`src/verilog/ifu_cfg.svh`:
```
// Fetch unit configuration: widths, opcodes, NOP words, error tags, vectors
`ifndef IFU_CFG_SVH
`define IFU_CFG_SVH

// Fetch address and data width
`define IFU_AW 32

// Unconditional jump, 26-bit word displacement
`define IFU_OP_JMP 6'h00

// NOP shown while no word has arrived yet
`define IFU_NOP_BUBBLE 32'h1461_0000
// NOP for flushed slots and faulting fetches
`define IFU_NOP_FLUSH 32'h1441_0000

// Error tags from the instruction memory
`define IFU_TAG_TE 4'hd
`define IFU_TAG_PE 4'hc
`define IFU_TAG_BE 4'hb

// Per-cause offsets from the exception base
`define IFU_VEC_TE 32'h0000_0a00
`define IFU_VEC_PE 32'h0000_0400
`define IFU_VEC_BE 32'h0000_0200

// Vector register values out of reset
`define IFU_RST_VEC 32'h0000_0100
`define IFU_EXC_BASE_RST 32'h0000_0000

`endif

```
`src/verilog/ifu_pkg.sv`:
```
// Shared types of the instruction fetch unit
`include "ifu_cfg.svh"

package ifu_pkg;

	//////////////////////////////////////////////////////////////////////
	// Instruction word, raw or split for jump predecode
	//////////////////////////////////////////////////////////////////////

	typedef struct packed {
		logic [5:0]  opcode;
		// Word displacement, signed
		logic [25:0] disp;
	} insn_fields_t;

	typedef union packed {
		logic [31:0]  raw;
		insn_fields_t f;
	} insn_u;

	//////////////////////////////////////////////////////////////////////
	// Port to stage response, 70 bits
	//////////////////////////////////////////////////////////////////////

	typedef struct packed {
		logic              ack;
		logic              err;
		logic [3:0]        tag;
		logic [31:0]       data;
		// Address the word was fetched from
		logic [`IFU_AW-1:0] addr;
	} imem_rsp_t;

	// Stage output to the core and the PC generator
	typedef struct packed {
		logic              valid;
		logic [`IFU_AW-1:0] pc;
		insn_u             insn;
		// ITLB miss, protection fault, bus error
		logic              te;
		logic              pe;
		logic              be;
	} fetch_out_t;

	// Configuration register write
	typedef struct packed {
		logic        en;
		// 0 reset vector, 1 exception base
		logic        sel;
		logic [31:0] data;
	} cfg_wr_t;

endpackage

```
`src/verilog/ifu_cfg_regs.sv`:
```
// Reset vector and exception base registers behind a small write port
`timescale 1ns/1ps
`include "ifu_cfg.svh"

module ifu_cfg_regs (
	input  logic                clk,
	input  logic                rst_n_i,
	input  ifu_pkg::cfg_wr_t    cfg_wr_i,
	output logic [`IFU_AW-1:0]  reset_vec_o,
	output logic [`IFU_AW-1:0]  exc_base_o
);

	// Vector registers
	logic [`IFU_AW-1:0] rst_vec_q;
	logic [`IFU_AW-1:0] exc_base_q;

	// Write strobes per register
	logic wr_rst_vec;
	logic wr_exc_base;

	assign wr_rst_vec  = cfg_wr_i.en & ~cfg_wr_i.sel;
	assign wr_exc_base = cfg_wr_i.en & cfg_wr_i.sel;

	// Reset vector, forced onto a word boundary
	always_ff @(posedge clk or negedge rst_n_i) begin
		if (!rst_n_i) begin
			rst_vec_q <= `IFU_RST_VEC;
		end else if (wr_rst_vec) begin
			rst_vec_q <= {cfg_wr_i.data[`IFU_AW-1:2], 2'b00};
		end
	end

	// Exception base, also word aligned
	always_ff @(posedge clk or negedge rst_n_i) begin
		if (!rst_n_i) begin
			exc_base_q <= `IFU_EXC_BASE_RST;
		end else if (wr_exc_base) begin
			exc_base_q <= {cfg_wr_i.data[`IFU_AW-1:2], 2'b00};
		end
	end

	// Straight to the PC generator
	assign reset_vec_o = rst_vec_q;
	assign exc_base_o  = exc_base_q;

endmodule

```
`src/verilog/ifu_pc_gen.sv`:
```
// Program counter: boot vector, sequential advance, jump predecode, traps, flush
`timescale 1ns/1ps
`include "ifu_cfg.svh"

module ifu_pc_gen (
	input  logic                 clk,
	input  logic                 rst_n_i,
	input  logic [`IFU_AW-1:0]   reset_vec_i,
	input  logic [`IFU_AW-1:0]   exc_base_i,
	input  ifu_pkg::fetch_out_t  fetch_i,
	input  logic                 freeze_i,
	input  logic                 flush_i,
	input  logic [`IFU_AW-1:0]   flush_pc_i,
	output logic [`IFU_AW-1:0]   pc_o,
	output logic                 advance_o
);

	// First cycle after reset, pc comes from the vector register
	logic boot_q;
	logic [`IFU_AW-1:0] pc_q;
	logic [`IFU_AW-1:0] pc_next;
	logic [`IFU_AW-1:0] jmp_off;
	logic consume;

	// Word taken by the core this cycle
	assign consume = fetch_i.valid & ~freeze_i;

	// Flush also moves the port on
	assign advance_o = consume | flush_i;

	// Byte offset of a jump, sign extended
	assign jmp_off = {{(`IFU_AW-28){fetch_i.insn.f.disp[25]}}, fetch_i.insn.f.disp, 2'b00};

	//////////////////////////////////////////////////////////////////////
	// Next pc selection
	//////////////////////////////////////////////////////////////////////

	always_comb begin
		// Fall through by default
		pc_next = fetch_i.pc + `IFU_AW'd4;
		if (fetch_i.te) begin
			pc_next = exc_base_i + `IFU_VEC_TE;
		end else if (fetch_i.pe) begin
			pc_next = exc_base_i + `IFU_VEC_PE;
		end else if (fetch_i.be) begin
			pc_next = exc_base_i + `IFU_VEC_BE;
		end else if (fetch_i.insn.f.opcode == `IFU_OP_JMP) begin
			// Skip straight to the target
			pc_next = fetch_i.pc + jmp_off;
		end
	end

	// Boot flag lasts one cycle
	always_ff @(posedge clk or negedge rst_n_i) begin
		if (!rst_n_i) begin
			boot_q <= 1'b1;
		end else begin
			boot_q <= 1'b0;
		end
	end

	// Flush beats everything
	always_ff @(posedge clk) begin
		if (flush_i) begin
			pc_q <= flush_pc_i;
		end else if (boot_q) begin
			pc_q <= reset_vec_i;
		end else if (consume) begin
			pc_q <= pc_next;
		end
	end

	// Vector shows through until pc_q holds it
	assign pc_o = boot_q ? reset_vec_i : pc_q;

endmodule

```
`src/verilog/ifu_imem_port.sv`:
```
// Four-phase req/ack master to instruction memory, one fetch in flight
`timescale 1ns/1ps
`include "ifu_cfg.svh"

module ifu_imem_port (
	input  logic                clk,
	input  logic                rst_n_i,
	input  logic [`IFU_AW-1:0]  pc_i,
	input  logic                advance_i,
	input  logic                flush_i,
	output logic                mem_req_o,
	output logic [`IFU_AW-1:0]  mem_addr_o,
	input  logic                mem_ack_i,
	input  logic [31:0]         mem_data_i,
	input  logic                mem_err_i,
	input  logic [3:0]          mem_tag_i,
	output ifu_pkg::imem_rsp_t  rsp_o
);

	typedef enum logic [1:0] {
		ST_IDLE,
		ST_REQ,
		ST_ACKLO,
		ST_CONS
	} state_e;

	state_e state_q, state_d;
	// Address frozen after the first request cycle
	logic hold_q;
	logic [`IFU_AW-1:0] addr_q;
	// Flushed while request open
	logic drop_q;
	// Consumed or flushed while ack still high
	logic done_q;
	logic pulse_q;
	ifu_pkg::imem_rsp_t rsp_q;
	logic capture;

	//////////////////////////////////////////////////////////////////////
	// Handshake FSM
	//////////////////////////////////////////////////////////////////////

	always_comb begin
		state_d = state_q;
		case (state_q)
			ST_IDLE: state_d = ST_REQ;
			ST_REQ: if (mem_ack_i) state_d = ST_ACKLO;
			ST_ACKLO: begin
				// Memory must release ack first
				if (!mem_ack_i) begin
					if (advance_i) state_d = ST_REQ;
					else if (done_q || drop_q) state_d = ST_IDLE;
					else state_d = ST_CONS;
				end
			end
			ST_CONS: if (advance_i) state_d = ST_REQ;
			default: state_d = ST_IDLE;
		endcase
	end

	assign capture = (state_q == ST_REQ) & mem_ack_i;

	always_ff @(posedge clk or negedge rst_n_i) begin
		if (!rst_n_i) begin
			state_q <= ST_IDLE;
			hold_q  <= 1'b0;
			drop_q  <= 1'b0;
			done_q  <= 1'b0;
			pulse_q <= 1'b0;
		end else begin
			state_q <= state_d;
			hold_q  <= (state_q == ST_REQ) && (state_d == ST_REQ);
			// Response pulse unless flushed
			pulse_q <= capture & ~drop_q & ~flush_i;
			// Flags belong to one transaction, cleared on any new state but ack low wait
			if (state_d != state_q && state_d != ST_ACKLO) begin
				drop_q <= 1'b0;
				done_q <= 1'b0;
			end else begin
				if (state_q == ST_REQ && flush_i) drop_q <= 1'b1;
				if (state_q == ST_ACKLO && advance_i) done_q <= 1'b1;
			end
		end
	end

	// Payload, no reset
	always_ff @(posedge clk) begin
		addr_q <= mem_addr_o;
		if (capture) begin
			rsp_q.ack  <= ~mem_err_i;
			rsp_q.err  <= mem_err_i;
			rsp_q.tag  <= mem_tag_i;
			rsp_q.data <= mem_data_i;
			rsp_q.addr <= mem_addr_o;
		end
	end

	assign mem_req_o  = (state_q == ST_REQ);
	assign mem_addr_o = hold_q ? addr_q : pc_i;

	// Ack and err only in the pulse cycle
	always_comb begin
		rsp_o     = rsp_q;
		rsp_o.ack = pulse_q & rsp_q.ack;
		rsp_o.err = pulse_q & rsp_q.err;
	end

endmodule

```
`src/verilog/ifu_stage.sv`:
```
// Fetch stage: holds the word under freeze, decodes error tags, inserts bubbles
`timescale 1ns/1ps
`include "ifu_cfg.svh"

module ifu_stage (
	input  logic                 clk,
	input  logic                 rst_n_i,
	input  ifu_pkg::imem_rsp_t   rsp_i,
	input  logic                 freeze_i,
	input  logic                 flush_i,
	output ifu_pkg::fetch_out_t  fetch_o
);

	// Response present this cycle
	logic live;
	logic save;
	logic saved_q;
	logic [31:0] insn_saved;
	logic [`IFU_AW-1:0] addr_saved;
	// te, pe, be
	logic [2:0] err_saved;
	logic [2:0] err_live;
	logic [31:0] insn_live;

	assign live = rsp_i.ack | rsp_i.err;

	// Keep it only if the core is frozen
	assign save = live & freeze_i & ~flush_i;

	//////////////////////////////////////////////////////////////////////
	// Error tag decode
	//////////////////////////////////////////////////////////////////////

	assign err_live[0] = rsp_i.err & (rsp_i.tag == `IFU_TAG_TE);
	assign err_live[1] = rsp_i.err & (rsp_i.tag == `IFU_TAG_PE);
	assign err_live[2] = rsp_i.err & (rsp_i.tag == `IFU_TAG_BE);

	// Faulting fetch never passes its data
	assign insn_live = rsp_i.err ? `IFU_NOP_FLUSH : rsp_i.data;

	//////////////////////////////////////////////////////////////////////
	// Save register
	//////////////////////////////////////////////////////////////////////

	always_ff @(posedge clk or negedge rst_n_i) begin
		if (!rst_n_i) begin
			saved_q <= 1'b0;
		end else if (flush_i) begin
			saved_q <= 1'b0;
		end else if (save) begin
			saved_q <= 1'b1;
		end else if (!freeze_i) begin
			// Consumed
			saved_q <= 1'b0;
		end
	end

	always_ff @(posedge clk) begin
		if (save) begin
			insn_saved <= insn_live;
			addr_saved <= {rsp_i.addr[`IFU_AW-1:2], 2'b00};
			err_saved  <= err_live;
		end
	end

	//////////////////////////////////////////////////////////////////////
	// Output select
	//////////////////////////////////////////////////////////////////////

	always_comb begin
		fetch_o.valid    = (saved_q | live) & ~flush_i;
		fetch_o.pc       = saved_q ? addr_saved : {rsp_i.addr[`IFU_AW-1:2], 2'b00};
		fetch_o.insn.raw = `IFU_NOP_BUBBLE;
		{fetch_o.be, fetch_o.pe, fetch_o.te} = 3'b000;
		if (flush_i) begin
			// Slot killed
			fetch_o.insn.raw = `IFU_NOP_FLUSH;
		end else if (saved_q) begin
			fetch_o.insn.raw = insn_saved;
			{fetch_o.be, fetch_o.pe, fetch_o.te} = err_saved;
		end else if (live) begin
			fetch_o.insn.raw = insn_live;
			{fetch_o.be, fetch_o.pe, fetch_o.te} = err_live;
		end
	end

endmodule

```
`src/verilog/ifu_top.sv`:
```
// Instruction fetch unit top: config regs, PC generator, memory port, stage
`timescale 1ns/1ps
`include "ifu_cfg.svh"

module ifu_top (
	input  logic                 clk,
	input  logic                 rst_n_i,
	input  ifu_pkg::cfg_wr_t     cfg_wr_i,
	input  logic                 freeze_i,
	input  logic                 flush_i,
	input  logic [`IFU_AW-1:0]   flush_pc_i,
	output logic                 mem_req_o,
	output logic [`IFU_AW-1:0]   mem_addr_o,
	input  logic                 mem_ack_i,
	input  logic [31:0]          mem_data_i,
	input  logic                 mem_err_i,
	input  logic [3:0]           mem_tag_i,
	output ifu_pkg::fetch_out_t  fetch_o
);

	logic [`IFU_AW-1:0] reset_vec;
	logic [`IFU_AW-1:0] exc_base;
	logic [`IFU_AW-1:0] pc;
	logic               advance;
	ifu_pkg::imem_rsp_t rsp;

	// Vector registers
	ifu_cfg_regs u_cfg_regs (
		.clk         (clk),
		.rst_n_i     (rst_n_i),
		.cfg_wr_i    (cfg_wr_i),
		.reset_vec_o (reset_vec),
		.exc_base_o  (exc_base)
	);

	ifu_pc_gen u_pc_gen (
		.clk         (clk),
		.rst_n_i     (rst_n_i),
		.reset_vec_i (reset_vec),
		.exc_base_i  (exc_base),
		.fetch_i     (fetch_o),
		.freeze_i    (freeze_i),
		.flush_i     (flush_i),
		.flush_pc_i  (flush_pc_i),
		.pc_o        (pc),
		.advance_o   (advance)
	);

	// Memory side
	ifu_imem_port u_imem_port (
		.clk        (clk),
		.rst_n_i    (rst_n_i),
		.pc_i       (pc),
		.advance_i  (advance),
		.flush_i    (flush_i),
		.mem_req_o  (mem_req_o),
		.mem_addr_o (mem_addr_o),
		.mem_ack_i  (mem_ack_i),
		.mem_data_i (mem_data_i),
		.mem_err_i  (mem_err_i),
		.mem_tag_i  (mem_tag_i),
		.rsp_o      (rsp)
	);

	ifu_stage u_stage (
		.clk      (clk),
		.rst_n_i  (rst_n_i),
		.rsp_i    (rsp),
		.freeze_i (freeze_i),
		.flush_i  (flush_i),
		.fetch_o  (fetch_o)
	);

endmodule

```
`config.mk`:
```
export PLATFORM = sky130hd
export DESIGN_NAME = ifu_top
export DESIGN_NICKNAME = d
export VERILOG_FILES = /design/src/verilog/ifu_pkg.sv /design/src/verilog/ifu_cfg_regs.sv /design/src/verilog/ifu_pc_gen.sv /design/src/verilog/ifu_imem_port.sv /design/src/verilog/ifu_stage.sv /design/src/verilog/ifu_top.sv
export VERILOG_INCLUDE_DIRS = /design/src /design/src/verilog
export SDC_FILE = /design/constraint.sdc
export NUM_CORES = 1
export LEC_CHECK = 0
export BUFFER_PORTS_ARGS = -buffer_cell sky130_fd_sc_hd__buf_2
export CAP_MARGIN = 30
export CORE_UTILIZATION = 25
export DETAILED_ROUTE_END_ITERATION = 8
export PLACE_DENSITY_LB_ADDON = 0.2
export REMOVE_ABC_BUFFERS = 1
export SYNTH_ARGS = -nofsm -noshare
export SYNTH_HDL_FRONTEND = slang
export SYNTH_SLANG_ARGS = --single-unit
```
`constraint.sdc`:
```
create_clock -name clk -period 4.9 [get_ports clk]
set_input_delay 0.98 -clock clk [delete_from_list [all_inputs] [get_ports clk]]
set_output_delay 0.98 -clock clk [all_outputs]
set_load 0.01 [all_outputs]
```
-- Yosys cells after proc, flatten, opt, wreduce, memory -nomap -nowiden
Index checks and enable logic that the tools add are counted.
- register bits: 267
- output and inout port bits: 101
- word-level logic and storage cells: 94
- add/subtract/negate cells: 5
- equality and inequality tests: 10
- mux-type cells: 28
- bitwise operators: 22
- reduce and logical (&&, ||, !) cells: 10
- operators with widths (operator ; number):
    2-to-1 mux 32 bit ; 12
    2-to-1 mux 35 bit ; 2
    adder 32 x 10 -> 32 bit, second input constant ; 1
    adder 32 x 11 -> 32 bit, second input constant ; 1
    adder 32 x 12 -> 32 bit, second input constant ; 1
    adder 32 x 3 -> 32 bit, second input constant ; 1
    adder 32 bit ; 1
    AND 1 bit ; 14
    == test 4 bit, second input constant ; 3
    2-to-1 mux 2 bit ; 5
    case mux 2 bit (4 select lines) ; 1
    2-to-1 mux 1 bit ; 7
    logical NOT 6 bit ; 1
    inverter 1 bit ; 5
    == test 2 x 1 -> 1 bit, second input constant ; 2
    == test 2 bit, second input constant ; 2
    logical AND 1 bit ; 4
    nonzero test 2 bit ; 2
    2-to-1 mux 3 bit ; 1
    != test 3 x 1 -> 1 bit, second input constant ; 1
    OR 1 bit ; 3
    nonzero test 3 bit ; 1
    logical NOT 2 bit ; 1
    != test 2 bit ; 1
    other kinds (2) ; 2

-- Depth between registers and ports, before layout
- depth after elaboration: 13
- depth in mapped cells: 19
- gate-level depth less buffers: 18

-- Cells and area by module
From an unflattened synthesis, not the netlist that was laid out.
- cell total of the unflattened synthesis: 1403
- area total of the unflattened synthesis: 15368.5 µm²
- by module, submodules not included (module ; instances ; cells each ; area each (µm²) ; sequential area each (µm²)):
    ifu_pc_gen ; 1 ; 805 ; 5791.8 ; 987.2
    ifu_imem_port ; 1 ; 236 ; 4038.9 ; 2892.8
    ifu_stage ; 1 ; 229 ; 3125.5 ; 1976.9
    ifu_cfg_regs ; 1 ; 133 ; 2412.3 ; 1502.7

-- Worst setup path after synthesis
OpenSTA, ideal clock, no wires.
- path kind: input -> register
- from: input port flush_i
- to: register u_pc_gen.pc_q[20], data pin
- arrival: 4.499 ns
- slack: 0.132 ns
- stages on the path: 16
- path through: inv_2 -> o21ai_1 -> or4_4 -> nor3_4 -> or2b_1 -> ha_1 -> fa_1 -> a21o_1 -> a21oi_1 -> o21ba_2 -> o21ai_0 -> nor4_1 -> a211oi_1 -> xor2_1 -> a2111oi_0 -> o41ai_1
- RTL lines (element ; RTL line ; text):
    start, declared ; ifu_top.sv:10 ; input logic flush_i,
    end signal, assigned ; ifu_pc_gen.sv:65 ; pc_q <= flush_pc_i;
    end signal, assigned ; ifu_pc_gen.sv:67 ; pc_q <= reset_vec_i;
    end signal, assigned ; ifu_pc_gen.sv:69 ; pc_q <= pc_next;
    end, declared ; ifu_pc_gen.sv:20 ; logic [`IFU_AW-1:0] pc_q;

-- Worst setup path in the final report
- from: register u_imem_port.rsp_q[68] (netlist bit)
- to: register u_pc_gen.pc_q[30], data pin
- cells in the longest elaborated chain, start to end: 13
- elaborated cells on any way between the ends: 19
- classes of those cells: 1 x add/sub; 12 x mux; 5 x bitwise; 1 x reduce/logical
- ends and longest elaborated chain (element ; RTL line ; text):
    start, declared ; ifu_imem_port.sv:36 ; ifu_pkg::imem_rsp_t rsp_q;
    AND 1 bit (*) ; ifu_imem_port.sv:105 ; rsp_o.err = pulse_q & rsp_q.err;
    2-to-1 mux 32 bit / OR 1 bit (equally long branches) ; ifu_stage.sv:39, ifu_stage.sv:25 ;
    2-to-1 mux 35 bit (*) ; ifu_stage.sv:81 ; end else if (live) begin
    2-to-1 mux 35 bit (*) ; ifu_stage.sv:78 ; end else if (saved_q) begin
    2-to-1 mux 32 bit ; ifu_stage.sv:75 ; if (flush_i) begin
    adder 32 bit / logical NOT 6 bit (equally long branches) ; n/a ;
    2-to-1 mux 32 bit ; ifu_pc_gen.sv:47 ; end else if (fetch_i.insn.f.opcode == `IFU_OP_JMP) begin
    2-to-1 mux 32 bit ; ifu_pc_gen.sv:45 ; end else if (fetch_i.be) begin
    2-to-1 mux 32 bit ; ifu_pc_gen.sv:43 ; end else if (fetch_i.pe) begin
    2-to-1 mux 32 bit (*) ; ifu_pc_gen.sv:41 ; if (fetch_i.te) begin
    2-to-1 mux 32 bit (*) ; ifu_pc_gen.sv:68 ; end else if (consume) begin
    2-to-1 mux 32 bit (*) ; ifu_pc_gen.sv:66 ; end else if (boot_q) begin
    2-to-1 mux 32 bit (*) ; ifu_pc_gen.sv:64 ; if (flush_i) begin
Every way passes the cells marked *; elsewhere a longest branch is shown, timed or not. The select of a mux whose other input is x is not followed.
A chain may end at the register's enable or synchronous reset.

==> impl_metrics.toml <==
[setup_path]
r2r_end = "u_pc_gen.pc_q[30]"
critical_path_class = "register to register"
worstPathArrival_ps = 5040
critPathMaxFanout = 4
worstPathCellList = "o21a_2 -> nand3b_1 -> a21oi_2 -> or4_4 -> nor3_4 -> buf_12 -> or2b_1 -> ha_2 -> fa_2 -> a21o_1 -> a21oi_2 -> buf_4 -> o21ba_4 -> o211ai_1 -> a31oi_1 -> buf_4 -> o21ai_2 -> xor2_1 -> a221oi_2 -> a221oi_1"
crit_path_start = "u_imem_port.rsp_q[68]"
worstSetupStartpointType = "register"
required_ps = 5150
cp-end-kind = "register"
slowest_delay_ps = 560
timing.rr.start = "u_imem_port.rsp_q[68]"
critPathCapture = "u_pc_gen.pc_q[30]"
r2r_slack_ps = 100
crit_slowest_cell = "or4_4"
ff2ff_path_depth = 20

[floorplan]
die_w_um = 239
ios = 209
core_um2 = 55200
rows = 86
die_y_um = 239
dieArea_um2 = 56900
start_util_pct = 25.3

[placed_design]
finalWeightedCongestion = 0.869
place_ws_ps = -542
io_buffers = 204
place_hpwl_um = 35200

[synth]
synth_edf_count = 165
synth_seq_area_share_pct = 52.2
synth_ff_type = "edfxtp_1"
ys_ff_latch = 265
synth.area.top_cells = "edfxtp_1, dfrtp_1, mux2_2"
yosysUniqueCellTypes = 79
synth_cells = 1301
avgSynthCellArea_um2 = 10.8
synth_area_leader_cell = "edfxtp_1"
yosysWarnings = 0
async_flop_share_pct = 25.7
netlist_area_um2 = 14000
yosysMostFrequentCell = "edfxtp_1"
netlist.area_leader.share_pct = 35.4
synthTopCellsByCount = "edfxtp_1, nand2_1, a21oi_1"

[global_routing]
grt_max_degree = 64
antenna_found_initial = 5
grt_pass1_wl_um = 72300
grt_use_total_pct = 17.1
grt_pass1_vias = 11200
globalRouteOverflowTotal = 0

[layout]
drive_gt1_share_pct = 32.1
synthToLayoutAreaGrowth_pct = 27.9
layout.nets = 1712
fillers = 5672

[pwr]
peakVddDrop_mv = 0.188
power_density_nw_per_um2 = 428
p_leak_uw = 0.00718

[clock_network]
clkTransAtPathRegs_ps = 60
root_buffer = "clkbuf_16"
cts_tree = "yes"
cts_buffers = 34
cts_buffer_depth = 3
clock_latency_ps = 540
htree_levels = 2
clock_sinks = 265
cts_hold_buf = 0

[routing]
wire_per_inst_um = 20.7
drc = 0
drtIter0Drc = 731
vias = 11000
firstDrtPassIters = 5
via_per_inst = 4.70
ant_nets = 0
totalWireLength_um = 48600

[worst_hold_path]
hold_path_class = "primary input to asynchronous set/reset pin"

[sta]
worst_slack_ps = 105
setup_viol = 0
skew_ps = 12.6
worst_slew_pin_slew_ps = 942
fin_crit_ps = 4800
hold_slack_ps = 434
maxSlewViolCount = 0
rsz0062_at_grt = "yes"
finalHoldViolations = 0
post-route-period-util_pct = 97.9
max_freq_ghz = 0.209
relSlewSlack_pct = 37.2

[status]
outcome = "finished clean"

[run]
maxCapViolCount = 0
where the power goes:
part           internal (uW)  switching [uW]  total (uW)
clock network           1720            1000        2730
registers               2870             266        3140
logic                    758            1040        1800
worst min-delay path by stage:
stage / start / cells past startpoint / to / slack, ps
final: rst_n_i / 1 / u_cfg_regs.reset_vec_o[3] / 430
after global placement: u_imem_port.rsp_o[17] / 0 / u_stage.addr_saved[17] / 430
after CTS: rst_n_i / 1 / u_cfg_regs.reset_vec_o[2] / 430
after global routing: u_imem_port.rsp_o[5] / 0 / u_stage.addr_saved[5] / 450
after detailed placement: u_imem_port.rsp_o[3] / 0 / u_stage.addr_saved[3] / 430
after floorplan: u_imem_port.rsp_o[10] / 0 / u_stage.addr_saved[10] / 420
critical path: cells and delay by family, from the launching register on:
family / cells / cell delay [ps]
compound gates: 10 / 1680
flops: 1 / 490
fa+ha+maj: 2 / 580
buf+inv: 3 / 420
xor+xnor: 1 / 190
simple gates: 4 / 1150
per-layer routing:
| layer | vias up | track usage, % | wire, um |
|---|---|---|---|
| met5 | - | 0 | 27 |
| met4 | 4 | 4.51 | 852 |
| met3 | 61 | 2.93 | 2520 |
| met2 | 275 | 28.6 | 23400 |
| met1 | 5370 | 22.7 | 21800 |
| li1 | 5321 | - | - |
sequential cells by signal, summed over array words and instances (netlist names):
register,flops
u_imem_port.pulse_q,1
u_stage.saved_q,1
u_cfg_regs.exc_base_o,30
u_imem_port.hold_q,1
u_pc_gen.pc_q,32
u_imem_port.drop_q,1
u_imem_port.rsp_q,2
u_imem_port.state_q,2
u_cfg_regs.reset_vec_o,30
u_stage.addr_saved,30
u_stage.err_saved,3
u_stage.insn_saved,32
u_imem_port.done_q,1
u_pc_gen.boot_q,1
u_imem_port.rsp_o,66
u_imem_port.addr_q,32
per-stage QoR:
step | total power [uW] | std cells | utilization [%] | instance area, um^2 | setup TNS (ps)
final | 7660 | 2347 | 32.4 | 17900 | 0
after global placement | 4950 | 2279 | 29.8 | 16500 | -6130
after floorplan | 4120 | 1222 | - | 13700 | -19600
after detailed placement | 4990 | 2280 | 29.9 | 16500 | -6380
after CTS | 7780 | 2343 | 32.2 | 17800 | 0
after global routing | 8090 | 2346 | 32.4 | 17900 | -129
cell families after synthesis:
group                      Yosys count  share of synthesized area, %
AOI/OAI and AO/OA                  303                          13.5
xor gates and xnor gates            56                          3.61
adders and majority gates           33                          3.01
buffers and inverters              100                          2.87
DFF                                265                          52.2
muxes                              126                          9.84
other                                1                        0.0268
and+or+nand+nor                    417                          15.0
layout make-up:
cell class / count / area, um^2 / share of cell area [%]
diodes: 2 / 5.00 / 0.0280
flip-flops and latches: 265 / 7310 / 40.8
repair buffers: 313 / 1900 / 10.6
inverters: 19 / 71.3 / 0.398
multi-input cells: 938 / 6440 / 36.0
clock inverters: 17 / 215 / 1.20
clock buffers: 45 / 1020 / 5.68
well taps: 748 / 936 / 5.23
layout by cell type (no fill, tap or decap), types with 13 or more instances in the layout:
| cell type | synthesis | routed |
|---|---|---|
| xor2_1 | 27 | 27 |
| nor3b_1 | 23 | 23 |
| inv_1 | 16 | 16 |
| o21ai_0 | 79 | 76 |
| nor2_1 | 92 | 92 |
| a21oi_1 | 97 | 94 |
| xnor2_1 | 28 | 28 |
| edfxtp_1 | 165 | 165 |
| buf_4 | 3 | 105 |
| clkbuf_16 | 0 | 37 |
| mux2i_1 | 34 | 34 |
| buf_2 | 12 | 202 |
| nand2_1 | 128 | 127 |
| nand3_1 | 17 | 17 |
| nor2b_1 | 15 | 14 |
| dfxtp_1 | 32 | 32 |
| dfrtp_1 | 66 | 63 |
| a31oi_1 | 15 | 13 |
| mux2_2 | 92 | 92 |
| ha_1 | 32 | 31 |
| nor3_1 | 21 | 19 |
| and2_1 | 54 | 53 |
repair_timing:
item,in CTS,in global routing
setup buffers,1,2
gates resized for setup,9,27
cloned,0,0
endpoints found under the setup margin,11,16
pin swaps,6,19
hold endpoints to repair,0,0
Power figures use the tool's default switching activity.
